## src/rtl/ppu_macros.svh

```systemverilog
`ifndef PPU_MACROS_SVH
`define PPU_MACROS_SVH

// Screen geometry, reduced for short simulations
// Full size is 160 pixels, 144 visible lines, 154 total lines
`define PPU_LINE_PIXELS   32
`define PPU_VISIBLE_LINES 4
`define PPU_TOTAL_LINES   6

// Dot budget of one line
`define PPU_MODE2_LEN     20
`define PPU_LINE_DOTS     120

// APB address map
`define PPU_VRAM_TOP      14'h2000
`define PPU_REG_BASE      14'h2040
`define PPU_VRAM_WORDS    8192

`endif

```

## src/rtl/ppu_pixel_pkg.sv

```systemverilog
package ppu_pixel_pkg;

  // Raw two-bit color code before the palette
  typedef logic [1:0] color_t;

  // Tilemap entry, read either as unsigned or as signed offset
  typedef union packed {
    logic        [7:0] idx;
    logic signed [7:0] sidx;
  } tile_index_u;

  // One tile row, entry 0 is the leftmost pixel
  typedef color_t [7:0] tile_row_t;

  // Fetcher read port into VRAM
  typedef struct packed {
    logic        req;
    logic [12:0] addr;
  } vram_rd_req_t;

  // Screen pixel after palette mapping
  typedef struct packed {
    logic       valid;
    color_t     color;
    logic [7:0] x;
    logic [7:0] ly;
  } pixel_out_t;

endpackage

```

## src/rtl/ppu_regs_pkg.sv

```systemverilog
package ppu_regs_pkg;

  // Mode encoding matches the STAT mode field
  typedef enum logic [1:0] {
    mode_hblank   = 2'd0,
    mode_vblank   = 2'd1,
    mode_oam_scan = 2'd2,
    mode_draw     = 2'd3
  } ppu_mode_e;

  // LCDC bit layout, MSB first
  typedef struct packed {
    logic lcd_en;
    logic win_map_sel;
    logic win_en;
    logic bg_tile_sel;   // 1: unsigned tiles at 0x0000, 0: signed around 0x1000
    logic bg_map_sel;    // 1: map at 0x1C00, 0: map at 0x1800
    logic obj_size;
    logic obj_en;
    logic bg_en;
  } lcdc_t;

  // CPU-writable register file
  typedef struct packed {
    lcdc_t      lcdc;
    logic [7:0] scy;
    logic [7:0] scx;
    logic [7:0] bgp;
  } ppu_regs_t;

  // Timer state broadcast to every block
  typedef struct packed {
    ppu_mode_e  mode;
    logic [7:0] ly;
    logic [6:0] dot;
    logic       line_start;
  } ppu_timing_t;

endpackage

```

## src/rtl/bg_fetcher.sv

```systemverilog
module bg_fetcher (
  input  logic                        clk,
  input  logic                        reset,
  input  ppu_regs_pkg::ppu_regs_t     regs,
  input  ppu_regs_pkg::ppu_timing_t   timing,
  input  logic [7:0]                  rdata,
  input  logic                        fifo_empty,
  output ppu_pixel_pkg::vram_rd_req_t rd_req,
  output logic                        push,
  output ppu_pixel_pkg::tile_row_t    row
);
  import ppu_regs_pkg::*;
  import ppu_pixel_pkg::*;

  typedef enum logic [1:0] {
    fetch_tile,
    fetch_low,
    fetch_high,
    fetch_push
  } fetch_state_e;

  fetch_state_e state;
  // Phase 0 issues the read, phase 1 latches rdata
  logic         phase;
  // Tile column relative to SCX/8
  logic [4:0]   fetch_x;
  tile_index_u  tile_idx;
  logic [7:0]   low_byte;
  logic [7:0]   high_byte;
  logic         drawing;
  logic [12:0]  map_base;
  logic [4:0]   map_x;
  logic [7:0]   map_y;
  logic [12:0]  map_addr;
  logic [12:0]  data_base;
  logic [12:0]  row_addr;

  assign drawing = timing.mode == mode_draw;

  // Background map, 32x32 entries
  assign map_base = regs.lcdc.bg_map_sel ? 13'h1C00 : 13'h1800;
  assign map_x    = regs.scx[7:3] + fetch_x;
  assign map_y    = regs.scy + timing.ly;
  assign map_addr = map_base + {3'd0, map_y[7:3], map_x};

  // Tile data, unsigned from 0x0000 or signed around 0x1000
  assign data_base = regs.lcdc.bg_tile_sel ? {1'b0, tile_idx.idx, 4'd0}
                                           : 13'h1000 + {tile_idx.sidx[7], tile_idx.sidx, 4'd0};
  // Two bytes per pixel row
  assign row_addr  = data_base + {9'd0, map_y[2:0], 1'b0};

  // Request is combinational so rdata lands in phase 1
  assign rd_req.req = drawing && !phase && (state != fetch_push);
  always_comb begin
    case (state)
      fetch_low:  rd_req.addr = row_addr;
      fetch_high: rd_req.addr = row_addr + 13'd1;
      default:    rd_req.addr = map_addr;
    endcase
  end

  // Whole row goes in at once, and only into an empty FIFO
  assign push = drawing && (state == fetch_push) && fifo_empty;

  // Leftmost pixel takes the MSBs
  always_comb begin
    for (int i = 0; i < 8; i++) begin
      row[i] = {high_byte[7 - i], low_byte[7 - i]};
    end
  end

  always_ff @(posedge clk or posedge reset) begin
    if (reset) begin
      state   <= fetch_tile;
      phase   <= 1'b0;
      fetch_x <= 5'd0;
    end else if (timing.line_start) begin
      // New line restarts at the SCX tile
      state   <= fetch_tile;
      phase   <= 1'b0;
      fetch_x <= 5'd0;
    end else if (drawing) begin
      if (state == fetch_push) begin
        // Retry every dot until the FIFO drains
        if (fifo_empty) begin
          state   <= fetch_tile;
          fetch_x <= fetch_x + 5'd1;
        end
      end else begin
        phase <= !phase;
        if (phase) begin
          case (state)
            fetch_tile: state <= fetch_low;
            fetch_low:  state <= fetch_high;
            default:    state <= fetch_push;
          endcase
        end
      end
    end
  end

  // Capture the bytes read in phase 0
  always_ff @(posedge clk) begin
    if (drawing && phase) begin
      case (state)
        fetch_tile: tile_idx.idx <= rdata;
        fetch_low:  low_byte     <= rdata;
        fetch_high: high_byte    <= rdata;
        default: ;
      endcase
    end
  end

endmodule

```

## config.mk

```make
export PLATFORM = sky130hd
export DESIGN_NAME = bg_fetcher
export DESIGN_NICKNAME = d
export VERILOG_FILES = /design/src/rtl/ppu_macros.svh /design/src/rtl/ppu_pixel_pkg.sv /design/src/rtl/ppu_regs_pkg.sv /design/src/rtl/bg_fetcher.sv
export SDC_FILE = /design/constraint.sdc
export NUM_CORES = 1
export LEC_CHECK = 0
export BUFFER_PORTS_ARGS = -buffer_cell sky130_fd_sc_hd__buf_2
export CAP_MARGIN = 20
export CELL_PAD_IN_SITES_DETAIL_PLACEMENT = 1
export CELL_PAD_IN_SITES_GLOBAL_PLACEMENT = 2
export CORE_MARGIN = 1.5
export CORE_UTILIZATION = 27
export DETAILED_ROUTE_END_ITERATION = 12
export HOLD_SLACK_MARGIN = 0.08
export PLACE_DENSITY = 0.9
export SKIP_LAST_GASP = 1
export SLEW_MARGIN = 25
export SYNTH_ARGS = -nofsm -noshare
export SYNTH_HDL_FRONTEND = slang
export SYNTH_SLANG_ARGS = --single-unit
```

## constraint.sdc

```tcl
create_clock -name clk -period 2.1 [get_ports clk]
set_input_delay 0.315 -clock clk [delete_from_list [all_inputs] [get_ports clk]]
set_output_delay 0.315 -clock clk [all_outputs]
set_load 0.01 [all_outputs]
```

Word level (Yosys, flattened, before mapping)

Index checks and enable logic that the tools add are counted.

Bits of input ports: 61
Word-level logic and storage cells: 53
Register bits: 32
Output and inout bits: 31

Add/sub/neg operators: 7
Equality and inequality tests: 7
Multiplexer cells: 16
Reductions and logical operators: 17

Operators by type and width:

| kind                     | count |
|---|---|
| $pmux W13 S2             | 1 |
| $mux W5                  | 4 |
| $add A12 B11 Y13         | 1 |
| $add A13 B1 Y13 const B  | 1 |
| $add A13 B13 Y13 const A | 1 |
| $add A13 B4 Y13          | 1 |
| $mux W13                 | 1 |
| $mux W11                 | 1 |
| $mux W2                  | 5 |
| $add A8 B8 Y8            | 1 |
| $reduce_and A2 Y1        | 4 |
| $eq A2 B2 Y1 const B     | 3 |
| $reduce_and A3 Y1        | 2 |
| $reduce_bool A2 Y1       | 3 |
| $add A5 B1 Y5 const B    | 1 |
| $add A5 B5 Y5            | 1 |
| $logic_and A1 B1 Y1      | 5 |
| $ne A2 B2 Y1 const B     | 2 |
| $pmux W2 S2              | 1 |
| $mux W1                  | 3 |
| $ne A3 B3 Y1 const B     | 1 |
| $reduce_bool A3 Y1       | 1 |
| $eq A2 B1 Y1 const B     | 1 |
| $logic_not A2 Y1         | 1 |
| $logic_not A1 Y1         | 1 |

Depth between registers and ports, before layout

Depth after elaboration: 6
Gate-level depth with buffers: 7

Worst setup path after synthesis

Ideal clock, no wire load.

Path type: in2out
Start point: input regs[16] in the netlist's numbering
End point: output rd_req[8] in the netlist's numbering
Setup slack: 112 ps
Required time: 1785 ps
Stages: 6
Arrival: 1673 ps
Cell sequence: ha_1 fa_1 a21oi_1 o2111ai_1 xnor2_1 o21ai_0

RTL lines:

| item               | line            | text |
|---|---|---|
| start: declaration | bg_fetcher.sv:4 | `input ppu_regs_pkg::ppu_regs_t regs,` |
| end: declaration   | bg_fetcher.sv:8 | `output ppu_pixel_pkg::vram_rd_req_t rd_req,` |

==> flow_metrics.py <==
metrics = {
    "status": {
        "status": "complete, but fails checks",
        "violations": "DRC, setup timing",
    },
    "timing": {
        "finalCriticalPeriod_ps": 2136,
        "max_freq_mhz": 468.1,
        "worst_slew_pin_slew_ps": 501.2,
        "holdWs_ps": 242.3,
        "rsz0062_at_grt": "true",
        "fin_skew_ps": 9.052,
        "drv_slew": 0,
        "setup_ws_ps": -36.14,
        "setup_violations": 2,
        "hold_viol_final": 0,
        "min_period_over_period": 1.017,
        "maxSlewHeadroom": 0.6659,
    },
    "hold_path": {
        "hold_class": "in2reg",
    },
    "placement": {
        "pre_cts_ws_ps": -134.6,
        "dpl.hpwl_um": 3660,
        "place_inst": 307,
        "place.gp.congestion": 0.7259,
        "portBuffers": 67,
    },
    "clock_network": {
        "cts_tree": "done",
        "cts-htree-levels": 2,
        "clk_pin_slew_ps": 60,
        "cts_buffers": 5,
        "clk_latency_ps": 280,
        "clock-sinks": 32,
        "cts-root-buf": "clkbuf_8",
        "clock_path_buffers": 2,
    },
    "power": {
        "ir_worst_vdd_uv": 374.6,
        "p_comb_frac": 0.374,
        "seqPwrFrac": 0.389,
        "p_sw_frac": 0.3176,
        "power_density_mw_per_mm2": 724.2,
        "p_switching_mw": 0.5779,
        "p_total_mw": 1.820,
        "p_int_mw": 1.242,
        "p_leak_nw": 1.108,
        "clock_power_share": 0.237,
    },
    "global_route": {
        "use_met2": 0.2424,
        "gr-total-overflow": 0,
        "globalRouteMet1Util": 0.1680,
        "grt_usage": 0.1416,
        "grt_pass1_vias": 1643,
        "gr-usage-met3": 0.04086,
        "grt_pass1_wl_um": 7838,
        "grt_max_degree": 10,
        "antenna_found_initial": 0,
        "top_usage_layer": "met2",
    },
    "routing": {
        "drc": 3,
        "finalWirelength_um": 4839,
        "drt_iter0_markers": 30,
        "postRouteAntennaNets": 0,
        "wl_per_cell_um": 15.07,
        "vias": 1528,
        "via_per_inst": 4.760,
        "dr.pass1.iters": 8,
    },
    "layout": {
        "drive_gt1_frac": 0.4467,
        "syn_to_final_growth_pct": 38.10,
        "final_util": 0.3912,
        "final_cells": 321,
        "fin_nets": 323,
        "num_antenna_cells": 0,
    },
    "worst_setup_path": {
        "end_kind": "output pin",
        "arrival_ps": 1820,
        "crit_chain": "inv_2 -> ha_4 -> buf_6 -> or2b_1 -> nor3_2 -> a221oi_2 -> o311ai_1 -> buf_2",
        "cp_max_fo": 6,
        "startpoint_type": "flop",
        "cp_slowest_cell": "dfrtp_1",
        "crit_type": "reg2out",
        "cp_data_required_time_ps": 1780,
        "cpPeakStageDelay_ps": 420,
    },
    "synthesis": {
        "ys.flop_type": "edfxtp_1",
        "synthCells": 162,
        "yosysSeqAreaShare": 0.5062,
        "synth.area.top_cells": "edfxtp_1, dfrtp_1, ha_1",
        "synth_commonest_cells": "edfxtp_1, ha_1, nand2_1",
        "synth_most_common_cell": "edfxtp_1",
        "synth_top_cell_by_area": "edfxtp_1",
        "synth.distinct_cells": 42,
        "synth_warnings": 0,
        "synth_edf_count": 24,
        "syn_avg_cell_area_um2": 11.23,
        "ys_ff_latch": 32,
        "syn_area_mm2": 0.001819,
        "syn-num-nets": 241,
        "async_reset_ff_frac": 0.2500,
        "netlist.area_leader.share": 0.3961,
    },
    "floorplanning": {
        "core-area_mm2": 0.006422,
        "die_h_um": 85.09,
        "start_util": 0.2833,
        "die_x_um": 85.09,
        "rows": 29,
        "die_area_mm2": 0.007239,
        "ios": 92,
    },
    "job": {
        "maxCapViolations": 0,
    },
}
-- path summary, 6_finish.rpt --
check                                             from                     end  slack [ps]  depth (start not counted)
worst max-delay path              state[1]$_DFFE_PP0P_               rd_req[7]         -40                          8
worst min-delay path                          rdata[6]  high_byte[6]$_DFFE_PP_         240                          1
worst max register to register    state[1]$_DFFE_PP0P_    state[0]$_DFFE_PP0P_         320                          7
worst min register to register  fetch_x[4]$_DFFE_PP0P_  fetch_x[4]$_DFFE_PP0P_         560                          2
max in group asynchronous                        reset    state[1]$_DFFE_PP0P_        1350                          3
min in group asynchronous                        reset       phase$_DFFE_PP0P_         530                          3
-- area by class of cell --
class / count / area (um2)
fillers: 741 / 3910
flip-flops and latches: 32 / 920.9
multi-input cells: 114 / 917.1
repair buffers: 81 / 462.9
well taps: 77 / 96.34
clock buffers: 6 / 72.57
inverters: 10 / 37.54
clock inverters: 1 / 5.005
-- cells by family (layout without fill, tap and decap cells) --
logic type      Yosys count  count (layout)  share of synthesized area
compound gates           35              35                     0.1286
xor+xnor                 12              12                    0.05777
fa+ha+maj                18              18                     0.1320
buf+inv                  16              98                    0.03577
flops                    32              32                     0.5062
mux                       2               2                    0.01238
simple gates             47              47                     0.1272
-- sequential cells by signal, summed over array words and instances, names as in the netlist --
register,flops
fetch_x,5
high_byte,8
state,2
tile_idx,8
low_byte,8
phase,1
-- metal layers --
| layer | vias to the layer above | wire, um | part of all wire |
|---|---|---|---|
| li1 | 750 | - | - |
| met1 | 740 | 2073 | 0.43 |
| met2 | 36 | 2469 | 0.51 |
| met3 | 2 | 262 | 0.054 |
| met4 | 0 | 34 | 0.0070 |
| met5 | - | 0 | 0 |
-- power by group through the flow --
| stage | clock, mW | combinational [mW] | sequential [mW] |
|---|---|---|---|
| floorplan | 0 | 0.325 | 0.721 |
| global placement | 0 | 0.560 | 0.719 |
| detailed placement | 0 | 0.571 | 0.720 |
| CTS | 0.447 | 0.661 | 0.708 |
| global route | 0.478 | 0.755 | 0.710 |
| finish | 0.431 | 0.680 | 0.708 |
-- layout by cell type, fill, tap and decap left out, types with 3 or more instances in the layout --
cell type   n
ha_1       11
buf_4      11
nor2_1      9
o21ai_0     7
o21ai_1     5
xor2_1      7
dfrtp_1     8
ha_2        3
edfxtp_1   24
xnor2_1     5
a21oi_2     3
nand3_1     3
inv_1       7
buf_6       4
and3_1      3
clkbuf_8    5
buf_2      65
inv_2       3
a21oi_1     4
nand2_1    16
-- per-stage QoR --
step                area (um2)  TNS (ps)
global route              2512    -762.6
floorplan                 1819         0
global placement          2276    -144.2
CTS                       2454    -82.48
finish                    2512    -66.03
detailed placement        2276    -187.2
-- critical path, delay by kind of cell (launching register included) --
kind	cells	cell delay [ps]
AOI/OAI and AO/OA	2	130
adders and majority gates	1	200
buffers and inverters	3	410
DFF	1	420
and+or+nand+nor	2	390
-- repair_timing --
action                                 CTS  global route
buffers inserted                         4             2
gates resized for setup                 20            11
endpoints found under the hold margin    8             0
setup endpoints to repair               10            10
hold buffers                             1             0
pin swaps                                6            11
No activity file was read; power rests on OpenSTA's default activity.
