<file path="src/rtl/ppu_macros.svh">
`ifndef PPU_MACROS_SVH
`define PPU_MACROS_SVH

// Screen geometry, reduced for short simulations
// Full size is 160 pixels, 144 visible lines, 154 total lines
`define PPU_LINE_PIXELS   32
`define PPU_VISIBLE_LINES 4
`define PPU_TOTAL_LINES   6

// Dot budget of one line
`define PPU_MODE2_LEN     20
`define PPU_LINE_DOTS     120

// APB address map
`define PPU_VRAM_TOP      14'h2000
`define PPU_REG_BASE      14'h2040
`define PPU_VRAM_WORDS    8192

`endif

</file>
<file path="src/rtl/ppu_regs_pkg.sv">
package ppu_regs_pkg;

  // Mode encoding matches the STAT mode field
  typedef enum logic [1:0] {
    mode_hblank   = 2'd0,
    mode_vblank   = 2'd1,
    mode_oam_scan = 2'd2,
    mode_draw     = 2'd3
  } ppu_mode_e;

  // LCDC bit layout, MSB first
  typedef struct packed {
    logic lcd_en;
    logic win_map_sel;
    logic win_en;
    logic bg_tile_sel;   // 1: unsigned tiles at 0x0000, 0: signed around 0x1000
    logic bg_map_sel;    // 1: map at 0x1C00, 0: map at 0x1800
    logic obj_size;
    logic obj_en;
    logic bg_en;
  } lcdc_t;

  // CPU-writable register file
  typedef struct packed {
    lcdc_t      lcdc;
    logic [7:0] scy;
    logic [7:0] scx;
    logic [7:0] bgp;
  } ppu_regs_t;

  // Timer state broadcast to every block
  typedef struct packed {
    ppu_mode_e  mode;
    logic [7:0] ly;
    logic [6:0] dot;
    logic       line_start;
  } ppu_timing_t;

endpackage

</file>
<file path="src/rtl/ppu_dot_timer.sv">
`include "ppu_macros.svh"

module ppu_dot_timer (
  input  logic                      clk,
  input  logic                      reset,
  input  logic                      line_done,
  output ppu_regs_pkg::ppu_timing_t timing
);
  import ppu_regs_pkg::*;

  ppu_mode_e  mode;
  logic [6:0] dot;
  logic [7:0] ly;
  logic [7:0] ly_next;
  logic       last_dot;
  logic       last_scan_dot;

  assign last_dot      = dot == 7'(`PPU_LINE_DOTS - 1);
  assign last_scan_dot = (mode == mode_oam_scan) && (dot == 7'(`PPU_MODE2_LEN - 1));
  // Frame wraps after the last vblank line
  assign ly_next = (ly == 8'(`PPU_TOTAL_LINES - 1)) ? 8'd0 : ly + 8'd1;

  always_ff @(posedge clk or posedge reset) begin
    if (reset) begin
      dot  <= 7'd0;
      ly   <= 8'd0;
      mode <= mode_oam_scan;
    end else if (last_dot) begin
      dot <= 7'd0;
      ly  <= ly_next;
      // Visible lines open with the OAM scan
      mode <= (ly_next < 8'(`PPU_VISIBLE_LINES)) ? mode_oam_scan : mode_vblank;
    end else begin
      dot <= dot + 7'd1;
      case (mode)
        mode_oam_scan: begin
          if (last_scan_dot) begin
            mode <= mode_draw;
          end
        end
        // Draw length varies with fine scroll, FIFO tells us when it ends
        mode_draw: begin
          if (line_done) begin
            mode <= mode_hblank;
          end
        end
        default: ;
      endcase
    end
  end

  assign timing.mode       = mode;
  assign timing.ly         = ly;
  assign timing.dot        = dot;
  // Flush pulse for fetcher and FIFO
  assign timing.line_start = last_scan_dot;

endmodule

</file>
<file path="config.mk">
export PLATFORM = sky130hd
export DESIGN_NAME = ppu_dot_timer
export DESIGN_NICKNAME = d
export VERILOG_FILES = /design/src/rtl/ppu_regs_pkg.sv /design/src/rtl/ppu_dot_timer.sv
export VERILOG_INCLUDE_DIRS = /design/src /design/src/rtl
export SDC_FILE = /design/constraint.sdc
export NUM_CORES = 1
export LEC_CHECK = 0
export BUFFER_PORTS_ARGS = -buffer_cell sky130_fd_sc_hd__clkbuf_2
export CORE_ASPECT_RATIO = 0.9
export CORE_MARGIN = 2
export CORE_UTILIZATION = 25
export DETAILED_ROUTE_END_ITERATION = 10
export SYNTH_ARGS = -nofsm -noshare
export SYNTH_HDL_FRONTEND = slang
export SYNTH_SLANG_ARGS = --single-unit
</file>
<file path="constraint.sdc">
create_clock -name clk -period 1.6 [get_ports clk]
set_input_delay 0.32 -clock clk [delete_from_list [all_inputs] [get_ports clk]]
set_output_delay 0.32 -clock clk [all_outputs]
set_load 0.01 [all_outputs]
</file>
; ---- After elaboration in Yosys (flattened, before gate mapping)
; Cells that the tools add are included.
; Widths: inputs -> output; s select.
[classes]
order_cmp = 1
n_addsub = 2
reduce_logical = 3
muxes = 7
eq_ne = 7
[op_table]
columns = op, n
row1 = $add 8x1->8 const B, 1
row2 = $eq 8x3->1 const B, 1
row3 = $lt 8x3->1 const B, 1
row4 = $mux 2, 4
row5 = $mux 8, 1
row6 = $add 7x1->7 const B, 1
row7 = $eq 7x5->1 const B, 1
row8 = $eq 7x7->1 const B, 1
row9 = $mux 7, 1
row10 = $ne 3x3->1 const B, 2
row11 = $eq 2x2->1 const B, 2
row12 = $pmux 2 s2, 1
row13 = $reduce_and 3->1, 1
row14 = $reduce_bool 3->1, 1
row15 = $logic_and 1x1->1, 1
[totals]
out_inout_bits = 18
in_bits = 3
regBits = 17

; ---- Depth between registers and ports, before layout
; Gate-level depths: netlist (run 1).
[logic_depth]
word_depth = 5
mapped_depth = 6

; ---- Least setup slack after synthesis (run 1)
; OpenSTA, ideal clock, no wires.
[synth_path]
path_type = flip-flop to flip-flop
startpoint = register dot[0]
endpoint = register mode[0]
t_required_ns = 1.471
slack_ns = -0.075
setup_time_ns = 0.129
period_less_slack_ns = 1.675
t_arrival_ns = 1.545
stages_incl_launch_ff = 6
cell_sequence = dfrtp_1 -> ha_1 -> nand3b_4 -> or2_1 -> buf_2 -> o41a_1
[synth_between]
elab_chain_cells = 4
elab_cells_between_ends = 8
[synth_lines]
columns = item, line
row1 = "start, declared", ppu_dot_timer.sv:12  ; logic [6:0] dot;
row2 = "start signal, assigned", ppu_dot_timer.sv:34  ; dot <= dot + 7'd1;
row3 = $eq 7x5->1, ppu_dot_timer.sv:19  ; assign last_scan_dot = (mode == mode_oam_scan) && (dot == 7'(`PPU_MODE2_LEN - 1));
row4 = $logic_and 1x1->1, ppu_dot_timer.sv:19
row5 = $ne 3x3->1 (no line), n/a
row6 = $reduce_and 3->1 (no line), n/a
row7 = "end signal, assigned", ppu_dot_timer.sv:27  ; mode <= mode_oam_scan;
row8 = "end signal, assigned", ppu_dot_timer.sv:32  ; mode <= (ly_next < 8'(`PPU_VISIBLE_LINES)) ? mode_oam_scan : mode_vblank;
row9 = "end signal, assigned", ppu_dot_timer.sv:38  ; mode <= mode_draw;
row10 = "end, declared", ppu_dot_timer.sv:11  ; ppu_mode_e mode;
; Several ways; a longest one is shown, not always the timed one.
; A chain may end at the register's enable or synchronous reset.

==> metrics.md, run 1 <==
| Metric | Value |
|---|---|
| DP Worst Slack | -0.0361 ns |
| Synth-to-layout area growth | 45.5% |
| Worst skew pair latency | 0.26 ns |
| First-pass GRT wire length | 3830 um |
| Initial antenna violation count | 0 |
| Die height | 62.2 um |
| Post-Synth Simple-Gate Area | 22.1% |
| H-tree lvl count | 1 |
| Register area share after synthesis | a little under half |
| R2r endpoint | mode[0] |
| Antenna Violating Nets Remaining | 0 |
| Post-Synth Adder-Cell Area | 3.99% |
| Vias | 887 |
| Critical Path AT | 1.50 ns |
| Hold Crit Class | input pin to asynchronous set/reset pin |
| Max-Slew Margin vs Limit | 72.4% |
| Final Hold Vio Count | 0 |
| Worst VDD drop | 197 uV |
| Starting DRT DRC Count | 46 |
| Layout Skew | 0.00467 ns |
| Remaining DRCs | 0 |
| Avg WL per Cell | 12.6 um |
| Worst Tran Pin Value | 0.412 ns |
| Comb power frac | 3.7% |
| Predominant post-synthesis flop cell | dfrtp_1 |
| Grt total ovfl | 0 |
| Post-Synthesis Cells | 96 |
| Clock root cell | clkbuf_8 |
| Clk pin slew, worst setup/hold paths | 0.07 ns |
| Mux contribution to synthesized area | 0% |
| Final worst slack | -0.218 ns |
| Max Cap Violations | 0 |
| Design area | ~0.0014 sq mm |
| Highest Clock Rate | 550 MHz |
| Synth Area in XOR/XNOR | 10.3% |
| Drt total wl | 2280 um |
| CORE AREA | around 0.0037 sq mm |
| Startpoint Class | flop |
| GPL Wtd Cong | approximately 0.91 |
| Slack of the worst reg-to-reg path | -0.01 ns |
| Setup crit end kind | primary output |
| Diode count | 0 |
| Synth Area in Compound Gates | 12.9% |
| Die ar. | 0.00427 sq mm |
| Fin nets | about 140 |
| Min cycle time layout | 1.82 ns |
| Largest family of logic cells by synthesized area | simple AND/OR/NAND/NOR gates |
| Critical path's slowest cell | dfstp_2 |
| CP Class | flop to primary output |
| Largest net degree at the start of global routing | 18 |
| Clock share of power | 41.0% |
| Flop pwr share | between 50% and 60% |
| Commonest non-fill, non-tap cell in the layout | buf_4 |
| Routed vias/inst | 4.90 |
| RSZ-0062 raised after global routing | true |
| Synth Cell Area | 940 sq um |
| Sw Pwr | between 150 and 200 uW |
| Min Hold Slack | around 0.043 ns |
| Final Non-Filler Cells | around 180 |
| CTS sink count | 17 |
| Site Rows | 21 |
| Post-synth EDFFs | 0 |
| Port Buf Inserts | 20 |
| Net Count, Synth | 102 |
| Crit path cell chain | or4b_4 > nor3_2 > buf_2 |
| Number of global-route vias before repair | about 860 |
| Drt first pass iters | 4 |
| Worst path required time | roughly 1.3 ns |
| IO Pins | 21 |
| Mapped Avg Cell Area | 9.79 sq um |
| Longest Clk Path Bufs | 2 |
| Status | finished, violations left |
| Max-slew violation count | 0 |
| Failing checks | negative setup slack |
| Post-route clock period utilization | 114% |
| Final HPWL DP | 1710 um |
| Initial Utilization | about a quarter |
| Peak fanout along the critical path | 2 |
| Worst reg-to-reg path cell count | 6 |
| Die W | roughly 69 um |
| PD cells | 579 mW/mm^2 |
| Final setup vio count | 2 |
| Layout cell share with drive strength beyond 1 | roughly 48% |
| Final Power | 792 uW |
| Async SR Flop Fraction | 100% |
| Placed Cells incl. Taps | 174 |
| R2r startpoint | ly[1] |
| Internal power | 619 uW |
| Switching Fraction | 21.8% |
| Leakage power | around 0.62 nW |
| Crit-path max cell delay | about 0.53 ns |
| CTS tree | yes |
| Synth Warn # | 0 |
| FF+latch count, synth | 17 |
| Cts bufs inserted | 3 |
| Post-DP Area | 0.00121 sq mm |
| Most frequent cells in the layout | 21 x buf_4, 19 x clkbuf_2, 13 x dfrtp_1, 10 x nand2_1 |
| Distinct cells, synth | 33 |
| GRT Overall Usage | 11.8% |
-- Yosys cell counts, types with 3 or more instances --
cell,n,share of area (%)
xor2_1,7,6.5
nand2_1,10,4.0
buf_2,3,1.6
xnor2_1,4,3.7
inv_1,3,1.2
nor3_1,6,3.2
dfrtp_1,16,43
a21oi_1,3,1.6
ha_1,3,4.0
nor2_1,7,2.8
nand3_1,8,4.3
-- worst max-delay path, delay by kind of cell (launching register included) --
kind | cells | cell delay, ns
buffers and inverters | 1 | 0.15
flip-flops | 1 | 0.53
AND/OR/NAND/NOR | 2 | 0.57
-- metal layers --
metal  global-route usage (%)  wire length [um]  up-vias  share of wire, %
met4                     6.75                56        0               2.5
li1                         -                 -      420                 -
met3                     1.99               159        5               7.0
met1                     16.3              1060      426                47
met2                     17.2              1000       36                44
met5                        0                 0        -                 0
-- power by group through the flow --
stage / logic [mW] / registers, mW / clock network (mW)
floorplan: 0.0155 / 0.447 / 0
global placement: 0.0296 / 0.445 / 0
detailed placement: 0.0299 / 0.446 / 0
CTS: 0.0302 / 0.438 / 0.332
global route: 0.0339 / 0.438 / 0.350
finish: 0.0292 / 0.438 / 0.325
-- final cells by class --
cell class,instances,area (sq um)
clock inverters,1,5.00
repair buffers,41,258
inverters,3,11.3
well taps,46,57.6
flip-flops and latches,17,430
clock buffers,3,41.3
multi-input cells,70,564
fillers,341,2280
-- through the flow --
step | utilization, % | TNS (ns)
2_1_floorplan | - | 0
3_3_place_gp | 33.1 | 0
3_5_place_dp | 33.1 | -0.0711
4_1_cts | 35.4 | -0.234
5_1_grt | 37.4 | -0.387
6_report | 37.4 | -0.228
-- registers in the layout, summed over array words and instances (netlist names) --
register,cells
dot,7
ly,8
mode,2
-- cells by family (layout without fill, tap and decap cells) --
group                    Yosys count  after routing
AND/OR/NAND/NOR                   39             39
flip-flops                        17             17
buffers and inverters              9             48
XOR/XNOR                          11             11
adder cells (fa/ha/maj)            3              3
AO/OA/AOI/OAI                     17             17
-- worst max path at each step --
stage          slack (ns)   endpoint     from
6_report            -0.22  timing[0]  mode[1]
5_1_grt             -0.28  timing[0]  mode[1]
4_1_cts             -0.23  timing[0]  mode[1]
3_5_place_dp        -0.04    mode[0]    ly[1]
3_3_place_gp         0.01      ly[3]    ly[0]
2_1_floorplan       0.008  timing[0]  mode[1]
-- what timing repair did --
item,CTS,global route
endpoints found under the setup margin,4,9
buffers inserted,1,2
endpoints found under the hold margin,0,0
resized for setup,5,13
hold buffers,0,0
pin swaps,3,6
(Power assumes the default switching activity.)
==> run 2, diff against run 1 <==
- CORE_UTILIZATION: 25 -> 47
- PLACE_DENSITY: default -> 0.74
==> run 2 against run 1 <==
Net effect: the run still ends with negative setup slack left; highest routed layer unchanged; first-iteration DRC count down 63%; clock skew up 0.0011 ns; non-clock buffer count unchanged; core utilization up 31 points; clock power down 28%; critical path depth unchanged; global-route usage up 11 points; cell count down 12%; via count down 0.90%; critical endpoint unchanged; combinational power up 7%; routed wire length up 6.4%.
==> metrics.md, run 2 (synthesis gave the netlist of run 1 again) <==
| Metric | Value |
|---|---|
| Worst Tran Pin Value | 0.297 ns |
| Max-Slew Margin vs Limit | 80.2% |
| First-pass GRT wire length | roughly 3800 um |
| GRT Overall Usage | 23.0% |
| GPL Wtd Cong | 0.942 |
| Hold Crit Class | input pin to flop |
| DP Worst Slack | -0.0690 ns |
| Peak fanout along the critical path | 2 |
| Final HPWL DP | 1730 um |
| Vias | 879 |
| CP Class | flop to primary output |
| Highest Clock Rate | 534 MHz |
| Drt total wl | about 2400 um |
| PD cells | 541 mW/mm^2 |
| Remaining DRCs | 0 |
| R2r startpoint | ly[0] |
| Antenna Violating Nets Remaining | 0 |
| Grt total ovfl | 0 |
| Longest Clk Path Bufs | 2 |
| Die ar. | between 0.002 and 0.0025 sq mm |
| Initial Utilization | 49.6% |
| Startpoint Class | flop |
| Starting DRT DRC Count | 17 |
| Met2 Usage GRT | 35.8% |
| R2r endpoint | mode[0] |
| CTS tree | yes |
| Top Usage Layer GRT | met2 |
| Diode count | 0 |
| Crit path max-delay family | simple AND/OR/NAND/NOR gates |
| Min cycle time layout | 1.87 ns |
| Filler cells | 159 |
| Cts bufs inserted | 3 |
| Clk pin slew, worst setup/hold paths | around 0.09 ns |
| Max-slew violation count | 0 |
| Clock root cell | clkbuf_4 |
| Met1 Track Usage GR | 30.2% |
| Max reg flops | 8 |
| Synth-to-layout area growth | 38.6% |
| Multi-input gate area | 543 sq um |
| Storage element area | 430 sq um |
| Port Buf Inserts | 20 |
| CTS sink count | 17 |
| Routed vias/inst | 5.49 |
| Die W | a little over 50 um |
| Failing checks | negative setup slack |
| Critical path depth | 3 |
| Design area | 0.00130 sq mm |
| Setup crit end kind | primary output |
| Crit path cell chain | or4b_4 > nor3_2 > buf_2 |
| Worst VDD drop | 405 uV |
| Setup crit end | timing[0] |
| Critical path's slowest cell | dfstp_2 |
| Setup crit start | mode[1] |
| Layout cell share with drive strength beyond 1 | 46.7% |
| Worst skew pair latency | roughly 0.29 ns |
| Largest net degree at the start of global routing | 11 |
| Worst path bufs/invs | 1 |
| Slack of the worst reg-to-reg path | -0.05 ns |
| Worst reg-to-reg path cell count | 5 |
| Drt first pass iters | 4 |
| Final setup vio count | 3 |
| H-tree lvl count | 1 |
| Final Hold Vio Count | 0 |
| Site Rows | 15 |
| Post-DP Area | 0.00119 sq mm |
| Top Registers | ly (8), dot (7), mode (2) |
| Top reg by flops | ly |
| Status | finished, violations left |
| Critical Path AT | roughly 1.6 ns |
| CORE AREA | roughly 0.0019 sq mm |
| Global Route met3 Usage | 3.90% |
| Fin nets | 142 |
| Commonest non-fill, non-tap cell in the layout | buf_4 |
| Die height | 46.4 um |
| Max Cap Violations | 0 |
| Post-route clock period utilization | 117% |
| RSZ-0062 raised after global routing | true |
| Initial antenna violation count | 0 |
| Final worst slack | -0.272 ns |
| Leakage power | roughly 0.59 nW |
| Layout Skew | 0.00574 ns |
| Avg WL per Cell | 15.1 um |
| Crit-path max cell delay | 0.54 ns |
| Most frequent cells in the layout | 20 x buf_4, 19 x clkbuf_2, 13 x dfrtp_1, 10 x nand2_1 |
| Worst path required time | 1.28 ns |
| IO Pins | 21 |
| Number of global-route vias before repair | 808 |
[run 2: what timing repair did]
item,CTS,global route
pin swaps,5,5
endpoints found under the hold margin,7,0
cloned,0,0
gates resized for setup,7,8
hold buffers,1,0
setup buffers,1,0
setup endpoints to repair,5,4
[run 2: area by class of cell]
cell class	instances	area share, %
Multi-Input combinational cell	70	41.7
Sequential cell	17	33.0
Inverter	3	0.865
Clock buffer	4	2.02
Tap cell	25	2.40
Timing Repair Buffer	41	20.0
[run 2: stage by stage]
stage | TNS [ns] | total power [mW] | utilization [%] | std cells | hold slack, ns
5_1_grt | -0.485 | 0.730 | 68.7 | 160 | 0.325
2_1_floorplan | 0 | 0.462 | - | 96 | 0.245
3_5_place_dp | -0.144 | 0.476 | 62.8 | 154 | 0.256
4_1_cts | -0.344 | 0.714 | 67.0 | 160 | 0.295
6_report | -0.326 | 0.704 | 68.7 | 160 | 0.325
3_3_place_gp | 0 | 0.475 | 62.8 | 154 | 0.253
[run 2: worst min-delay path by stage]
stage | from | endpoint | slack (ns) | cells past startpoint
after CTS | line_done | mode[1] | 0.29 | 4
final | line_done | mode[1] | 0.32 | 4
after floorplan | reset | dot[1] | 0.25 | 1
after global routing | line_done | mode[1] | 0.33 | 4
after global placement | reset | dot[1] | 0.25 | 2
after detailed placement | reset | dot[1] | 0.26 | 2
[run 2: worst reg2reg max path, cell delays in order, from the launching register on]
cell and delay [ns]:
dfrtp_2 0.48, ha_1 0.25, nor3_1 0.23, a21oi_2 0.06, o22a_1 0.20, o41a_1 0.32
[run 2: report_power, final]
group	internal [mW]	total, mW	leakage [nW]	switching [mW]
Combinational	0.0146	0.0312	0.364	0.0166
Clock	0.0971	0.235	0.0150	0.138
Sequential	0.433	0.438	0.214	0.00503
[run 2: routing by layer]
layer  vias up  routed length (um)
li1        415                   -
met1       434                1090
met2        26                1180
met3         4                 103
met4         0                  50
met5         -                   0
