--- src/rtl/ppu_macros.svh ---
`ifndef PPU_MACROS_SVH
`define PPU_MACROS_SVH

// Screen geometry, reduced for short simulations
// Full size is 160 pixels, 144 visible lines, 154 total lines
`define PPU_LINE_PIXELS   32
`define PPU_VISIBLE_LINES 4
`define PPU_TOTAL_LINES   6

// Dot budget of one line
`define PPU_MODE2_LEN     20
`define PPU_LINE_DOTS     120

// APB address map
`define PPU_VRAM_TOP      14'h2000
`define PPU_REG_BASE      14'h2040
`define PPU_VRAM_WORDS    8192

`endif

--- src/rtl/ppu_regs_pkg.sv ---
package ppu_regs_pkg;

  // Mode encoding matches the STAT mode field
  typedef enum logic [1:0] {
    mode_hblank   = 2'd0,
    mode_vblank   = 2'd1,
    mode_oam_scan = 2'd2,
    mode_draw     = 2'd3
  } ppu_mode_e;

  // LCDC bit layout, MSB first
  typedef struct packed {
    logic lcd_en;
    logic win_map_sel;
    logic win_en;
    logic bg_tile_sel;   // 1: unsigned tiles at 0x0000, 0: signed around 0x1000
    logic bg_map_sel;    // 1: map at 0x1C00, 0: map at 0x1800
    logic obj_size;
    logic obj_en;
    logic bg_en;
  } lcdc_t;

  // CPU-writable register file
  typedef struct packed {
    lcdc_t      lcdc;
    logic [7:0] scy;
    logic [7:0] scx;
    logic [7:0] bgp;
  } ppu_regs_t;

  // Timer state broadcast to every block
  typedef struct packed {
    ppu_mode_e  mode;
    logic [7:0] ly;
    logic [6:0] dot;
    logic       line_start;
  } ppu_timing_t;

endpackage

--- src/rtl/ppu_apb_regs.sv ---
`include "ppu_macros.svh"

module ppu_apb_regs (
  input  logic                    clk,
  input  logic                    reset,
  input  logic [13:0]             paddr,
  input  logic                    psel,
  input  logic                    penable,
  input  logic                    pwrite,
  input  logic [7:0]              pwdata,
  input  ppu_regs_pkg::ppu_mode_e mode,
  input  logic [7:0]              ly,
  input  logic [7:0]              cpu_rdata,
  output logic [7:0]              prdata,
  output logic                    pready,
  output logic                    pslverr,
  output ppu_regs_pkg::ppu_regs_t regs,
  output logic                    cpu_we,
  output logic                    cpu_re,
  output logic [12:0]             cpu_addr,
  output logic [7:0]              cpu_wdata
);
  import ppu_regs_pkg::*;

  logic        setup;
  logic        access;
  logic [13:0] reg_off;
  logic        is_vram;
  logic        is_reg;
  logic        blocked;
  logic [7:0]  reg_rdata;
  logic [7:0]  rd_data_q;
  logic        rd_vram_q;
  logic        err_q;

  // APB phases
  assign setup  = psel && !penable;
  assign access = psel && penable;

  // Address decode, offsets below the base wrap to large values
  assign reg_off = paddr - `PPU_REG_BASE;
  assign is_vram = paddr < `PPU_VRAM_TOP;
  assign is_reg  = reg_off < 14'd6;
  // CPU loses VRAM while the fetcher owns it
  assign blocked = is_vram && (mode == mode_draw);

  // Register read mux, offset 4 is LY and 5 the mode
  always_comb begin
    case (reg_off[2:0])
      3'd0:    reg_rdata = regs.lcdc;
      3'd1:    reg_rdata = regs.scy;
      3'd2:    reg_rdata = regs.scx;
      3'd3:    reg_rdata = regs.bgp;
      3'd4:    reg_rdata = ly;
      3'd5:    reg_rdata = {6'd0, mode};
      default: reg_rdata = 8'h00;
    endcase
  end

  // Decision and read data are taken in the setup phase
  always_ff @(posedge clk or posedge reset) begin
    if (reset) begin
      rd_data_q <= 8'h00;
      rd_vram_q <= 1'b0;
      err_q     <= 1'b0;
    end else if (setup) begin
      err_q     <= blocked || !(is_vram || is_reg);
      rd_vram_q <= is_vram && !blocked && !pwrite;
      if (blocked) begin
        rd_data_q <= 8'hff;
      end else if (is_reg) begin
        rd_data_q <= reg_rdata;
      end else begin
        rd_data_q <= 8'h00;
      end
    end
  end

  // Register writes land in the access phase, LY and mode are read-only
  always_ff @(posedge clk or posedge reset) begin
    if (reset) begin
      regs <= '0;
    end else if (access && pwrite && is_reg && !err_q) begin
      case (reg_off[2:0])
        3'd0:    regs.lcdc <= lcdc_t'(pwdata);
        3'd1:    regs.scy  <= pwdata;
        3'd2:    regs.scx  <= pwdata;
        3'd3:    regs.bgp  <= pwdata;
        default: ;
      endcase
    end
  end

  // VRAM read goes out in setup so the data is there in access
  assign cpu_re    = setup && !pwrite && is_vram && !blocked;
  assign cpu_we    = access && pwrite && is_vram && !err_q;
  assign cpu_addr  = paddr[12:0];
  assign cpu_wdata = pwdata;

  // No wait states
  assign pready  = access;
  assign pslverr = access && err_q;
  assign prdata  = rd_vram_q ? cpu_rdata : rd_data_q;

endmodule

--- config.mk ---
export PLATFORM = sky130hd
export DESIGN_NAME = ppu_apb_regs
export DESIGN_NICKNAME = d
export VERILOG_FILES = /design/src/rtl/ppu_regs_pkg.sv /design/src/rtl/ppu_apb_regs.sv
export VERILOG_INCLUDE_DIRS = /design/src /design/src/rtl
export SDC_FILE = /design/constraint.sdc
export NUM_CORES = 1
export LEC_CHECK = 0
export ABC_AREA = 1
export BUFFER_PORTS_ARGS = -buffer_cell sky130_fd_sc_hd__buf_2
export CELL_PAD_IN_SITES_DETAIL_PLACEMENT = 0
export CELL_PAD_IN_SITES_GLOBAL_PLACEMENT = 1
export CORE_MARGIN = 2
export CORE_UTILIZATION = 36
export DETAILED_ROUTE_END_ITERATION = 8
export GPL_ROUTABILITY_DRIVEN = 0
export PLACE_DENSITY = 0.88
export SLEW_MARGIN = 20
export SYNTH_ARGS = -nofsm -noshare
export SYNTH_HDL_FRONTEND = slang
export SYNTH_SLANG_ARGS = --single-unit
--- constraint.sdc ---
create_clock -name clk -period 2 [get_ports clk]
set_input_delay 0.2 -clock clk [delete_from_list [all_inputs] [get_ports clk]]
set_output_delay 0.2 -clock clk [all_outputs]
set_load 0.02 [all_outputs]
Word-level counts from Yosys, hierarchy flattened:

Index checks and enable logic that the tools add are counted.

* input bits: 45
* register bits after elaboration: 42
* word-level logic and storage cells: 53

* add/subtract/negate cells: 1
* equality and inequality tests: 6
* mux-type cells: 4
* $lt $le $gt $ge: 2
* reduce and logical (&&, ||, !) cells: 26

Operators with widths (number)
* $pmux 8 s6: 1
* $mux 8: 3
* $logic_and 1x1->1: 14
* $lt 14x14->1 const B: 1
* $lt 14x3->1 const B: 1
* $sub 14x14->14 const B: 1
* $reduce_and 2->1: 4
* $eq 3x2->1 const B: 2
* $eq 3x3->1 const B: 2
* $logic_not 1->1: 5
* $eq 3x1->1 const B: 1
* $logic_not 3->1: 1
* $eq 2x2->1 const B: 1
* $logic_or 1x1->1: 2

Depth between registers and ports, before layout:

Gate-level depths: netlist of run 1.

* depth after elaboration: 5
* gate-level depth with buffers: 9
* mapped depth without buffers: 7

Worst setup path after synthesis of run 1:

Ideal clock, no wire load.

* path type: register -> output
* start point: reg err_q
* end point: out cpu_we
* buffers on the path: 0
* path slack: 665 ps
* data arrival time: 1135 ps
* cell stages (with the launch flop): 2
* data required time: 1800 ps
* cells stage by stage: dfrtp_1 -> nor4_1

* cells in the longest elaborated chain, start to end: 2

Ends and longest elaborated chain
* start, declared: RTL line ppu_apb_regs.sv:34 `logic err_q;`
* start signal, assigned: RTL line ppu_apb_regs.sv:67 `err_q <= blocked || !(is_vram || is_reg);`
* $logic_not 1->1: RTL line ppu_apb_regs.sv:96 `assign cpu_we = access && pwrite && is_vram && !err_q;`
* $logic_and 1x1->1: RTL line ppu_apb_regs.sv:96
* end, declared: RTL line ppu_apb_regs.sv:18 `output logic cpu_we,`

No other way between the ends.

Worst setup path after layout of run 1:

* start point: reg rd_vram_q
* end point: out prdata[7]

* cells in the longest elaborated chain, start to end: 1

Ends and longest elaborated chain
* start, declared: RTL line ppu_apb_regs.sv:33 `logic rd_vram_q;`
* start signal, assigned: RTL line ppu_apb_regs.sv:68 `rd_vram_q <= is_vram && !blocked && !pwrite;`
* $mux 8: RTL line ppu_apb_regs.sv:103 `assign prdata = rd_vram_q ? cpu_rdata : rd_data_q;`
* end, declared: RTL line ppu_apb_regs.sv:14 `output logic [7:0] prdata,`

No other way between the ends.

==> flow_summary_export.csv, run 1 <==
group,metric,value,unit
routing,post-route-drc-count,0,
global_route,first_global_vias,1940,
routing,wirelength,6.18,mm
placed_design,dp_hpwl,4.81,mm
worst_setup_path,reg2reg_depth,3,
synth,yosys.area.top_type,"dfrtp_1",
worst_setup_path,setup.worst_path.class,"reg -> out",
worst_setup_path,cp_max_fo,9,
floorplanning,die_w,86.5,um
routing,vias_per_cell,4.81,
global_route,grt_overflow,0,
synth,synthCells,295,
timing,worst_slew_pin_slew,0.517,ns
floorplanning,initial_utilization,0.367,
finish,nets,426,
clock_tree,cts_root_buf,"clkbuf_8",
worst_setup_path,critPathRequiredTime,1.80,ns
synth,synth_seq_cells,42,
global_route,use_met1,0.217,
synth,synth_area_leaders,"dfrtp_1 (43%), buf_4 (7.0%), o21ai_0 (6.9%)",
clock_tree,clockBufferDepth,2,
routing,wl_per_cell,13.4,um
clock_tree,cts_tree,"built",
worst_setup_path,setup.worst_path.start,"rd_vram_q",
power_and_ir_drop,power.total,1.80,mW
hold_path,hp-class,"in -> async",
global_route,met2_usage,0.278,
clock_tree,cts_buffers,5,
worst_setup_path,arrival,1.37,ns
timing,hold_viol,0,
timing,slew_violations,0,
routing,via_count,2221,
worst_setup_path,timing.rr.start,"err_q",
placed_design,numPortBuffers,109,
synth,yosysWarnings,0,
routing,dr.pass1.iters,4,
finish,regArea,0.00105,mm^2
finish,diodes,0,
clock_tree,postCtsResizedCells,0,
finish,area.growth.synth_to_final,21.1,%
synth,synth_top_flop_cell,"dfrtp_1",
finish,multi_input_area,0.00102,mm^2
synth,synth_edf_count,0,
timing,clock_skew,0.00617,ns
timing,period_needed,1.57,ns
power_and_ir_drop,peakVddDrop,377,uV
finish,drive_gt1_frac,0.401,
timing,max_slew_margin,0.654,
global_route,antenna_found_initial,0,
clock_tree,clkSinkCount,42,
clock_tree,holdBufCountCts,0,
run_status,outcome,"completed",
global_route,grt_pass1_wl,9.60,mm
routing,ant_nets,0,
synth,synth.most_common_cell,"nand2_1",
timing,fin_setup_tns,0,ns
timing,fmax,636,MHz
synth,ys_top_cells_by_count,"nand2_1 (44), dfrtp_1 (42), o21ai_0 (34)",
run,maxCapViolations,0,
clock_tree,clkLatencyLatePin,0.30,ns
finish,fill_cells,683,
synth,syn_nets,340,
timing,setup_viol,0,
worst_setup_path,reg2reg_slack,0.52,ns
synth,syn_area,0.00245,mm^2
floorplanning,die_h,86.5,um
global_route,grt_use_met3,0.0333,
worst_setup_path,r2r-end,"regs[9]",
global_route,grt_start_max_net_pins,43,
synth,avgSynthCellArea,8.31,um^2
clock_tree,clk_pin_slew,0.08,ns
power_and_ir_drop,p_per_area,608,mW/mm^2
global_route,grt.total_usage,0.165,
timing,rsz0062_at_grt,"no",
worst_setup_path,worstSetupEndpointType,"primary output",
floorplanning,num_rows,30,
synth,async_reset_ff_frac,1.00,
power_and_ir_drop,p_leak,1.55,nW
floorplanning,dieArea,0.00748,mm^2
clock_tree,cts_setup_buffers,0,
synth,synth_cell_types,27,
floorplanning,ios,110,
worst_setup_path,crit_path_start_kind,"flop",
routing,drt_iter0_drc,130,
global_route,grt-busiest-layer,"met2",
worst_setup_path,critPathCapture,"prdata[7]",
floorplanning,coreArea,0.00668,mm^2
synth,ys_seq_area_frac,0.429,
synth,yosysTopAreaCellShare,0.429,
clock_tree,htreeDepth,2,
timing,period_share,0.786,
==> worst min-delay path by stage <==
stage	from	end	cells after the start
floorplan	pwdata[2]	regs[26]	2
global placement	reset	rd_data_q[4]	3
detailed placement	reset	rd_data_q[7]	3
CTS	reset	rd_data_q[6]	3
global route	reset	regs[3]	3
finish	reset	regs[3]	3
==> stage by stage <==
stage | hold WS (ns) | cells | area [um^2] | setup slack [ns] | utilization
3_5_place_dp | 0.361 | 454 | 2870 | 0.345 | 0.430
5_1_grt | 0.0793 | 462 | 2970 | 0.346 | 0.444
3_3_place_gp | 0.350 | 454 | 2870 | 0.386 | 0.430
6_report | 0.0191 | 462 | 2970 | 0.428 | 0.444
4_1_cts | 0.0363 | 462 | 2970 | 0.389 | 0.444
2_1_floorplan | 0.384 | 295 | 2450 | 0.665 | -
==> kinds of logic (layout without fill, tap and decap cells) <==
family                 Yosys count  in the layout  share of synthesized area
buffers and inverters           66            153                      0.155
and+or+nand+nor                122            122                      0.250
AOI/OAI and AO/OA               57             57                      0.130
DFF                             42             42                      0.429
muxes                            8              8                     0.0368
==> area by class of cell <==
cell class	instances	area share
Timing Repair Buffer	115	0.199
Clock buffer	6	0.0278
Sequential cell	42	0.354
Multi-Input combinational cell	187	0.343
Clock inverter	2	0.00421
Inverter	30	0.0379
Tap cell	80	0.0337
==> flip-flops by register name, indices dropped and copies added, names as in the netlist <==
register,cells
rd_vram_q,1
err_q,1
regs,32
rd_data_q,8
==> power breakdown <==
group / internal (mW) / switching [mW]
clock: 0.278 / 0.307
sequential: 0.874 / 0.0198
combinational: 0.124 / 0.202
==> layout by cell type (no fill, tap or decap), drive strengths merged <==
| cell type | synthesis | final |
|---|---|---|
| nor3 | 3 | 3 |
| clkbuf | 6 | 6 |
| nor2 | 24 | 24 |
| nor4 | 1 | 1 |
| nand3 | 36 | 36 |
| o21ai | 48 | 48 |
| dfrtp | 42 | 42 |
| mux2 | 8 | 8 |
| nand2 | 46 | 46 |
| clkinv | 0 | 1 |
| clkinvlp | 0 | 1 |
| o21a | 1 | 1 |
| nand4 | 12 | 12 |
| inv | 30 | 30 |
| buf | 30 | 115 |
| a21oi | 8 | 8 |
==> worst max-delay path, stage by stage (launching register included) <==
cell     delay (ns)
dfrtp_1        0.54
mux2_2         0.37
buf_2          0.16
==> metal layers <==
metal / routed length (um) / vias up
met5: 0 / -
met4: 69 / 0
met3: 304 / 5
met2: 3020 / 58
met1: 2790 / 1024
li1: - / 1134
Power figures use the tool's default switching activity.
==> run 2: changes to the inputs <==
--- a/config.mk
+++ b/config.mk
@@ -11,10 +11,10 @@
 export CELL_PAD_IN_SITES_DETAIL_PLACEMENT = 0
 export CELL_PAD_IN_SITES_GLOBAL_PLACEMENT = 1
 export CORE_MARGIN = 2
-export CORE_UTILIZATION = 36
+export CORE_UTILIZATION = 33
 export DETAILED_ROUTE_END_ITERATION = 8
 export GPL_ROUTABILITY_DRIVEN = 0
-export PLACE_DENSITY = 0.88
+export PLACE_DENSITY = 0.82
 export SLEW_MARGIN = 20
 export SYNTH_ARGS = -nofsm -noshare
 export SYNTH_HDL_FRONTEND = slang
==> constraint.sdc (replaced) <==
create_clock -name clk -period 1.5 [get_ports clk]
set_input_delay 0.15 -clock clk [delete_from_list [all_inputs] [get_ports clk]]
set_output_delay 0.15 -clock clk [all_outputs]
set_load 0.02 [all_outputs]
==> run 2 against run 1 <==
  * Clock skew up 0.0031 ns
  * Via count decreased by 0.18%
  * Power is 34% higher
  * Global-route usage fell by 0.68 points
  * Worst setup slack got worse by 0.36 ns
  * Combinational power up 38%
  * Sequential power rose by 33%
  * Worst hold slack improved by 0.14 ns
  * Register-to-register slack got worse by 0.36 ns
  * Highest routed layer unchanged
==> flow_summary_export.csv, run 2 (synthesized netlist as in run 1, its figures left out) <==
group,metric,value,unit
finish,drive_gt1_frac,0.408,
floorplanning,ios,110,
global_route,grt_pass1_wl,10.4,mm
routing,vias_per_cell,4.56,
worst_setup_path,crit_buf_inv,1,
routing,post-route-drc-count,0,
floorplanning,coreArea,0.00721,mm^2
run_status,outcome,"completed",
timing,hold_viol,0,
routing,dr.pass1.iters,4,
clock_tree,htreeDepth,2,
timing,fin_ws,0.0687,ns
timing,whs,0.158,ns
worst_setup_path,reg2reg_slack,0.16,ns
routing,wirelength,6.34,mm
floorplanning,die_h,90.2,um
timing,setup_viol,0,
finish,largest_register_ffs,32,
floorplanning,die_w,90.2,um
placed_design,dp_hpwl,5.00,mm
worst_setup_path,cp_slowest_cell,"dfrtp_2",
floorplanning,initial_utilization,0.340,
power_and_ir_drop,p_leak,1.58,nW
finish,reg_top3,"regs x32, rd_data_q x8",
finish,stdcell_count,486,
timing,fin_setup_tns,0,ns
worst_setup_path,crit_chain,"mux2_2 -> buf_2",
worst_setup_path,critical_path.top_delay_family,"flip-flops",
clock_tree,cts_buffers,5,
finish,final_cell_mix,"buf_2 (109), nand2_1 (44), dfrtp_1 (41), o21ai_0 (34), nand3_1 (31)",
worst_setup_path,critPathRequiredTime,1.35,ns
timing,slew_violations,0,
global_route,grt_overflow,0,
placed_design,dpl.cell_count,476,
finish,top_register,"regs",
routing,wl_per_cell,13.0,um
finish,fill_cells,783,
placed_design,dpl_worst_slack,-0.00798,ns
finish,final_core_util,0.425,
global_route,grt_start_max_net_pins,43,
timing,fmax,699,MHz
run,maxCapViolations,0,
global_route,grt_use_met3,0.0302,
timing,period_share,0.954,
finish,final_common_cell,"buf_2",
global_route,grt.total_usage,0.158,
worst_setup_path,worstSetupEndpointType,"primary output",
clock_tree,cts_root_buf,"clkbuf_8",
timing,rsz0062_at_grt,"no",
hold_path,hp-class,"in -> reg",
placed_design,numPortBuffers,109,
clock_tree,cts_tree,"built",
worst_setup_path,setup.worst_path.class,"reg -> out",
routing,via_count,2217,
global_route,use_met1,0.218,
clock_tree,clockBufferDepth,2,
finish,area.growth.synth_to_final,25.2,%
floorplanning,dieArea,0.00813,mm^2
global_route,first_global_vias,2089,
global_route,grt-busiest-layer,"met2",
worst_setup_path,critPathMaxStageDelay,0.47,ns
worst_setup_path,crit_path_start_kind,"flop",
clock_tree,clkLatencyLatePin,0.30,ns
timing,worst_slew_pin_slew,0.537,ns
routing,drt_iter0_drc,190,
finish,diodes,0,
timing,clock_skew,0.00923,ns
worst_setup_path,cp_max_fo,9,
power_and_ir_drop,peakVddDrop,361,uV
routing,ant_nets,0,
global_route,met2_usage,0.251,
global_route,antenna_found_initial,0,
timing,max_slew_margin,0.642,
floorplanning,num_rows,31,
timing,period_needed,1.43,ns
finish,nets,431,
clock_tree,clk_pin_slew,0.09,ns
power_and_ir_drop,p_per_area,787,mW/mm^2
clock_tree,clkSinkCount,42,
worst_setup_path,arrival,1.28,ns
run 2: worst register-to-register path: stages (launching register included):
cell     delay, ns
dfrtp_1       0.43
nor3_4        0.22
buf_12        0.16
nand3_4       0.22
nand2_1       0.15
o21ai_2       0.06
run 2: cell type report:
cell class | instances | area, um^2 | share of cell area
sequential | 42 | 1050 | 0.343
clock buffer | 6 | 82.6 | 0.0269
inverter | 30 | 113 | 0.0367
timing repair buffer | 120 | 643 | 0.210
tap | 99 | 124 | 0.0404
clock inverter | 2 | 12.5 | 0.00408
multi-input combinational | 187 | 1040 | 0.340
run 2: worst paths after layout:
path	start	to	depth (start not counted)
max	rd_vram_q	prdata[3]	2
min	pwdata[5]	regs[29]	3
max reg2reg	err_q	regs[24]	5
min reg2reg	regs[25]	regs[25]	2
max in group asynchronous	reset	rd_vram_q	4
min in group asynchronous	reset	rd_data_q[3]	4
run 2: stage by stage:
step / area (um^2) / power, mW
6_report: 3070 / 2.41
5_1_grt: 3070 / 2.53
4_1_cts: 3030 / 2.43
3_5_place_dp: 2920 / 1.66
3_3_place_gp: 2920 / 1.65
2_1_floorplan: 2450 / 1.53
run 2: repair_timing:
item,in CTS,in global routing
buffers inserted,0,1
setup endpoints to repair,10,20
hold buffers,1,0
pin swaps,0,1
resized for setup,2,2
endpoints found under the hold margin,42,0
run 2: report_power, final:
group / total [mW] / switching, mW / internal, mW
sequential: 1.19 / 0.0251 / 1.17
combinational: 0.449 / 0.276 / 0.173
clock: 0.774 / 0.404 / 0.370
run 2: metal layers:
layer  vias up  wire length [um]  part of all wire
met4         0               100             0.016
met5         -                 0                 0
met2        76              2920              0.46
met1       987              2950              0.47
li1       1148                 -                 -
met3         6               374             0.059
==> run 3: changes to the inputs <==
--- a/config.mk
+++ b/config.mk
@@ -12,6 +12,7 @@
 export CELL_PAD_IN_SITES_GLOBAL_PLACEMENT = 1
 export CORE_MARGIN = 2
 export CORE_UTILIZATION = 33
+export CTS_CLUSTER_DIAMETER = 50
 export DETAILED_ROUTE_END_ITERATION = 8
 export GPL_ROUTABILITY_DRIVEN = 0
 export PLACE_DENSITY = 0.82
==> constraint.sdc (replaced) <==
create_clock -name clk -period 1.5 [get_ports clk]
set_input_delay 0.15 -clock clk [delete_from_list [all_inputs] [get_ports clk]]
set_output_delay 0.15 -clock clk [all_outputs]
set_load 0.1 [all_outputs]
==> run 3 against run 2 <==
  * The run now ends with negative setup slack left
  * Cell count grew 0.41%
  * Combinational power grew 140%
  * Design area up 7.7%
  * Routed wire length up 4.8%
  * Global-route usage increased by 0.80 points
  * Critical path depth is 1 higher
  * Critical endpoint is now prdata[4]
  * Non-clock buffer count up 2
  * Die area is the same
==> flow_summary_export.csv, run 3 (synthesized netlist as in run 1, its figures left out) <==
group,metric,value,unit
run_status,outcome,"finished, violations left",
run_status,violations,"negative setup slack",
timing,period_needed,1.51,ns
finish,stdcell_count,488,
finish,final_common_cell,"buf_2",
global_route,grt_overflow,0,
floorplanning,dieArea,0.00813,mm^2
power_and_ir_drop,p_per_area,1010,mW/mm^2
run,maxCapViolations,0,
floorplanning,initial_utilization,0.340,
placed_design,dpl_cell_area,0.00300,mm^2
finish,top_register,"regs",
floorplanning,die_h,90.2,um
routing,dr.pass1.iters,4,
timing,hold_viol,0,
timing,max_slew_margin,0.642,
timing,slew_violations,0,
routing,vias_per_cell,4.58,
worst_setup_path,r2r-end,"regs[10]",
clock_tree,clk_pin_slew,0.09,ns
worst_setup_path,critPathCapture,"prdata[4]",
routing,post-route-drc-count,0,
finish,drive_gt1_frac,0.419,
placed_design,dpl_worst_slack,0.0405,ns
global_route,grt_pass1_wl,11.0,mm
global_route,grt_start_max_net_pins,43,
timing,whs,0.159,ns
worst_setup_path,reg2reg_depth,3,
global_route,grt.total_usage,0.166,
power_and_ir_drop,p_leak,1.68,nW
placed_design,dpl.cell_count,477,
worst_setup_path,worstSetupEndpointType,"primary output",
clock_tree,clkLatencyLatePin,0.31,ns
timing,period_share,1.01,
finish,area.growth.synth_to_final,34.9,%
placed_design,numPortBuffers,109,
finish,fill_cells,741,
clock_tree,clkSinkCount,42,
global_route,first_global_vias,2181,
worst_setup_path,setup.worst_path.start,"rd_vram_q",
routing,wirelength,6.65,mm
clock_tree,cts_root_buf,"clkbuf_8",
routing,ant_nets,0,
timing,rsz0062_at_grt,"yes",
finish,finalInstanceArea,0.00331,mm^2
clock_tree,cts_buffers,5,
worst_setup_path,cp_max_fo,5,
finish,reg_top3,"regs x32, rd_data_q x8",
clock_tree,clockBufferDepth,2,
hold_path,hp-class,"in -> reg",
timing,setup_viol,5,
finish,final_core_util,0.458,
placed_design,dp_hpwl,5.19,mm
power_and_ir_drop,peakVddDrop,563,uV
finish,largest_register_ffs,32,
timing,fin_setup_tns,-0.0358,ns
timing,worst_slew_pin_slew,0.537,ns
worst_setup_path,reg2reg_slack,0.05,ns
finish,final_cell_mix,"buf_2 (98), nand2_1 (44), dfrtp_1 (41), o21ai_0 (34), nand3_1 (31)",
clock_tree,htreeDepth,2,
global_route,antenna_found_initial,0,
clock_tree,cts_tree,"built",
routing,via_count,2233,
floorplanning,num_rows,31,
worst_setup_path,crit_path_start_kind,"flop",
worst_setup_path,critPathRequiredTime,1.35,ns
floorplanning,ios,110,
timing,fin_ws,-0.00969,ns
floorplanning,coreArea,0.00721,mm^2
routing,drt_iter0_drc,125,
finish,diodes,0,
finish,nets,433,
timing,clock_skew,0.0126,ns
floorplanning,die_w,90.2,um
worst_setup_path,arrival,1.36,ns
routing,wl_per_cell,13.6,um
worst_setup_path,setup.worst_path.class,"reg -> out",
timing,fmax,662,MHz
worst_setup_path,timing.rr.start,"err_q",
power_and_ir_drop,power.total,3.35,mW
## run 3: changes by cell type in the layout (fill, tap and decap cells not counted), moves of 2 or more
cell       previous run  this run
nor2_4                2         4
nand3_4               4         1
buf_6                 0         2
buf_8                 0         2
nor2_1               21        19
buf_12                1         9
buf_2               109        98
mux2_2                8         2
bufinv_16             0         2
mux2_4                0         6
nand3_2               1         4
## run 3: worst min-delay path by stage
stage,from,end,cells past startpoint
2_1_floorplan,pwdata[2],regs[26],2
3_3_place_gp,reset,rd_data_q[4],3
3_5_place_dp,reset,rd_data_q[3],3
4_1_cts,pwdata[3],regs[27],3
5_1_grt,pwdata[6],regs[30],3
6_report,pwdata[7],regs[31],3
## run 3: final cells by class
type | count | area [um^2] | share of cell area
Inverter | 30 | 113 | 0.0341
Multi-Input combinational cell | 187 | 1070 | 0.324
Clock buffer | 5 | 68.8 | 0.0208
Sequential cell | 42 | 1050 | 0.318
Clock inverter | 3 | 68.8 | 0.0208
Tap cell | 99 | 124 | 0.0375
Timing Repair Buffer | 122 | 808 | 0.244
## run 3: critical path, stage by stage (launching register included)
cell and delay [ns]:
dfrtp_2 0.43, buf_6 0.14, mux2_4 0.31, buf_12 0.17
## run 3: timing repair
action	4_1_cts	5_1_grt
hold endpoints to repair	42	0
hold buffers	1	0
setup endpoints to repair	9	23
pin swaps	1	0
resized for setup	19	22
setup buffers	2	0
## run 3: metal layers
metal	up-vias	global-route usage	wire length, um
met1	1016	0.222	3090
met4	0	0.0538	91
met5	-	0	0
met3	6	0.0302	327
met2	65	0.273	3140
li1	1146	-	-
## run 3: report_power, final
group / switching [mW] / leakage (nW) / total [mW] / internal [mW]
combinational: 0.749 / 1.05 / 1.06 / 0.314
clock: 0.430 / 0.0683 / 1.10 / 0.667
sequential: 0.0210 / 0.564 / 1.19 / 1.17
total: 1.20 / 1.68 / 3.35 / 2.15
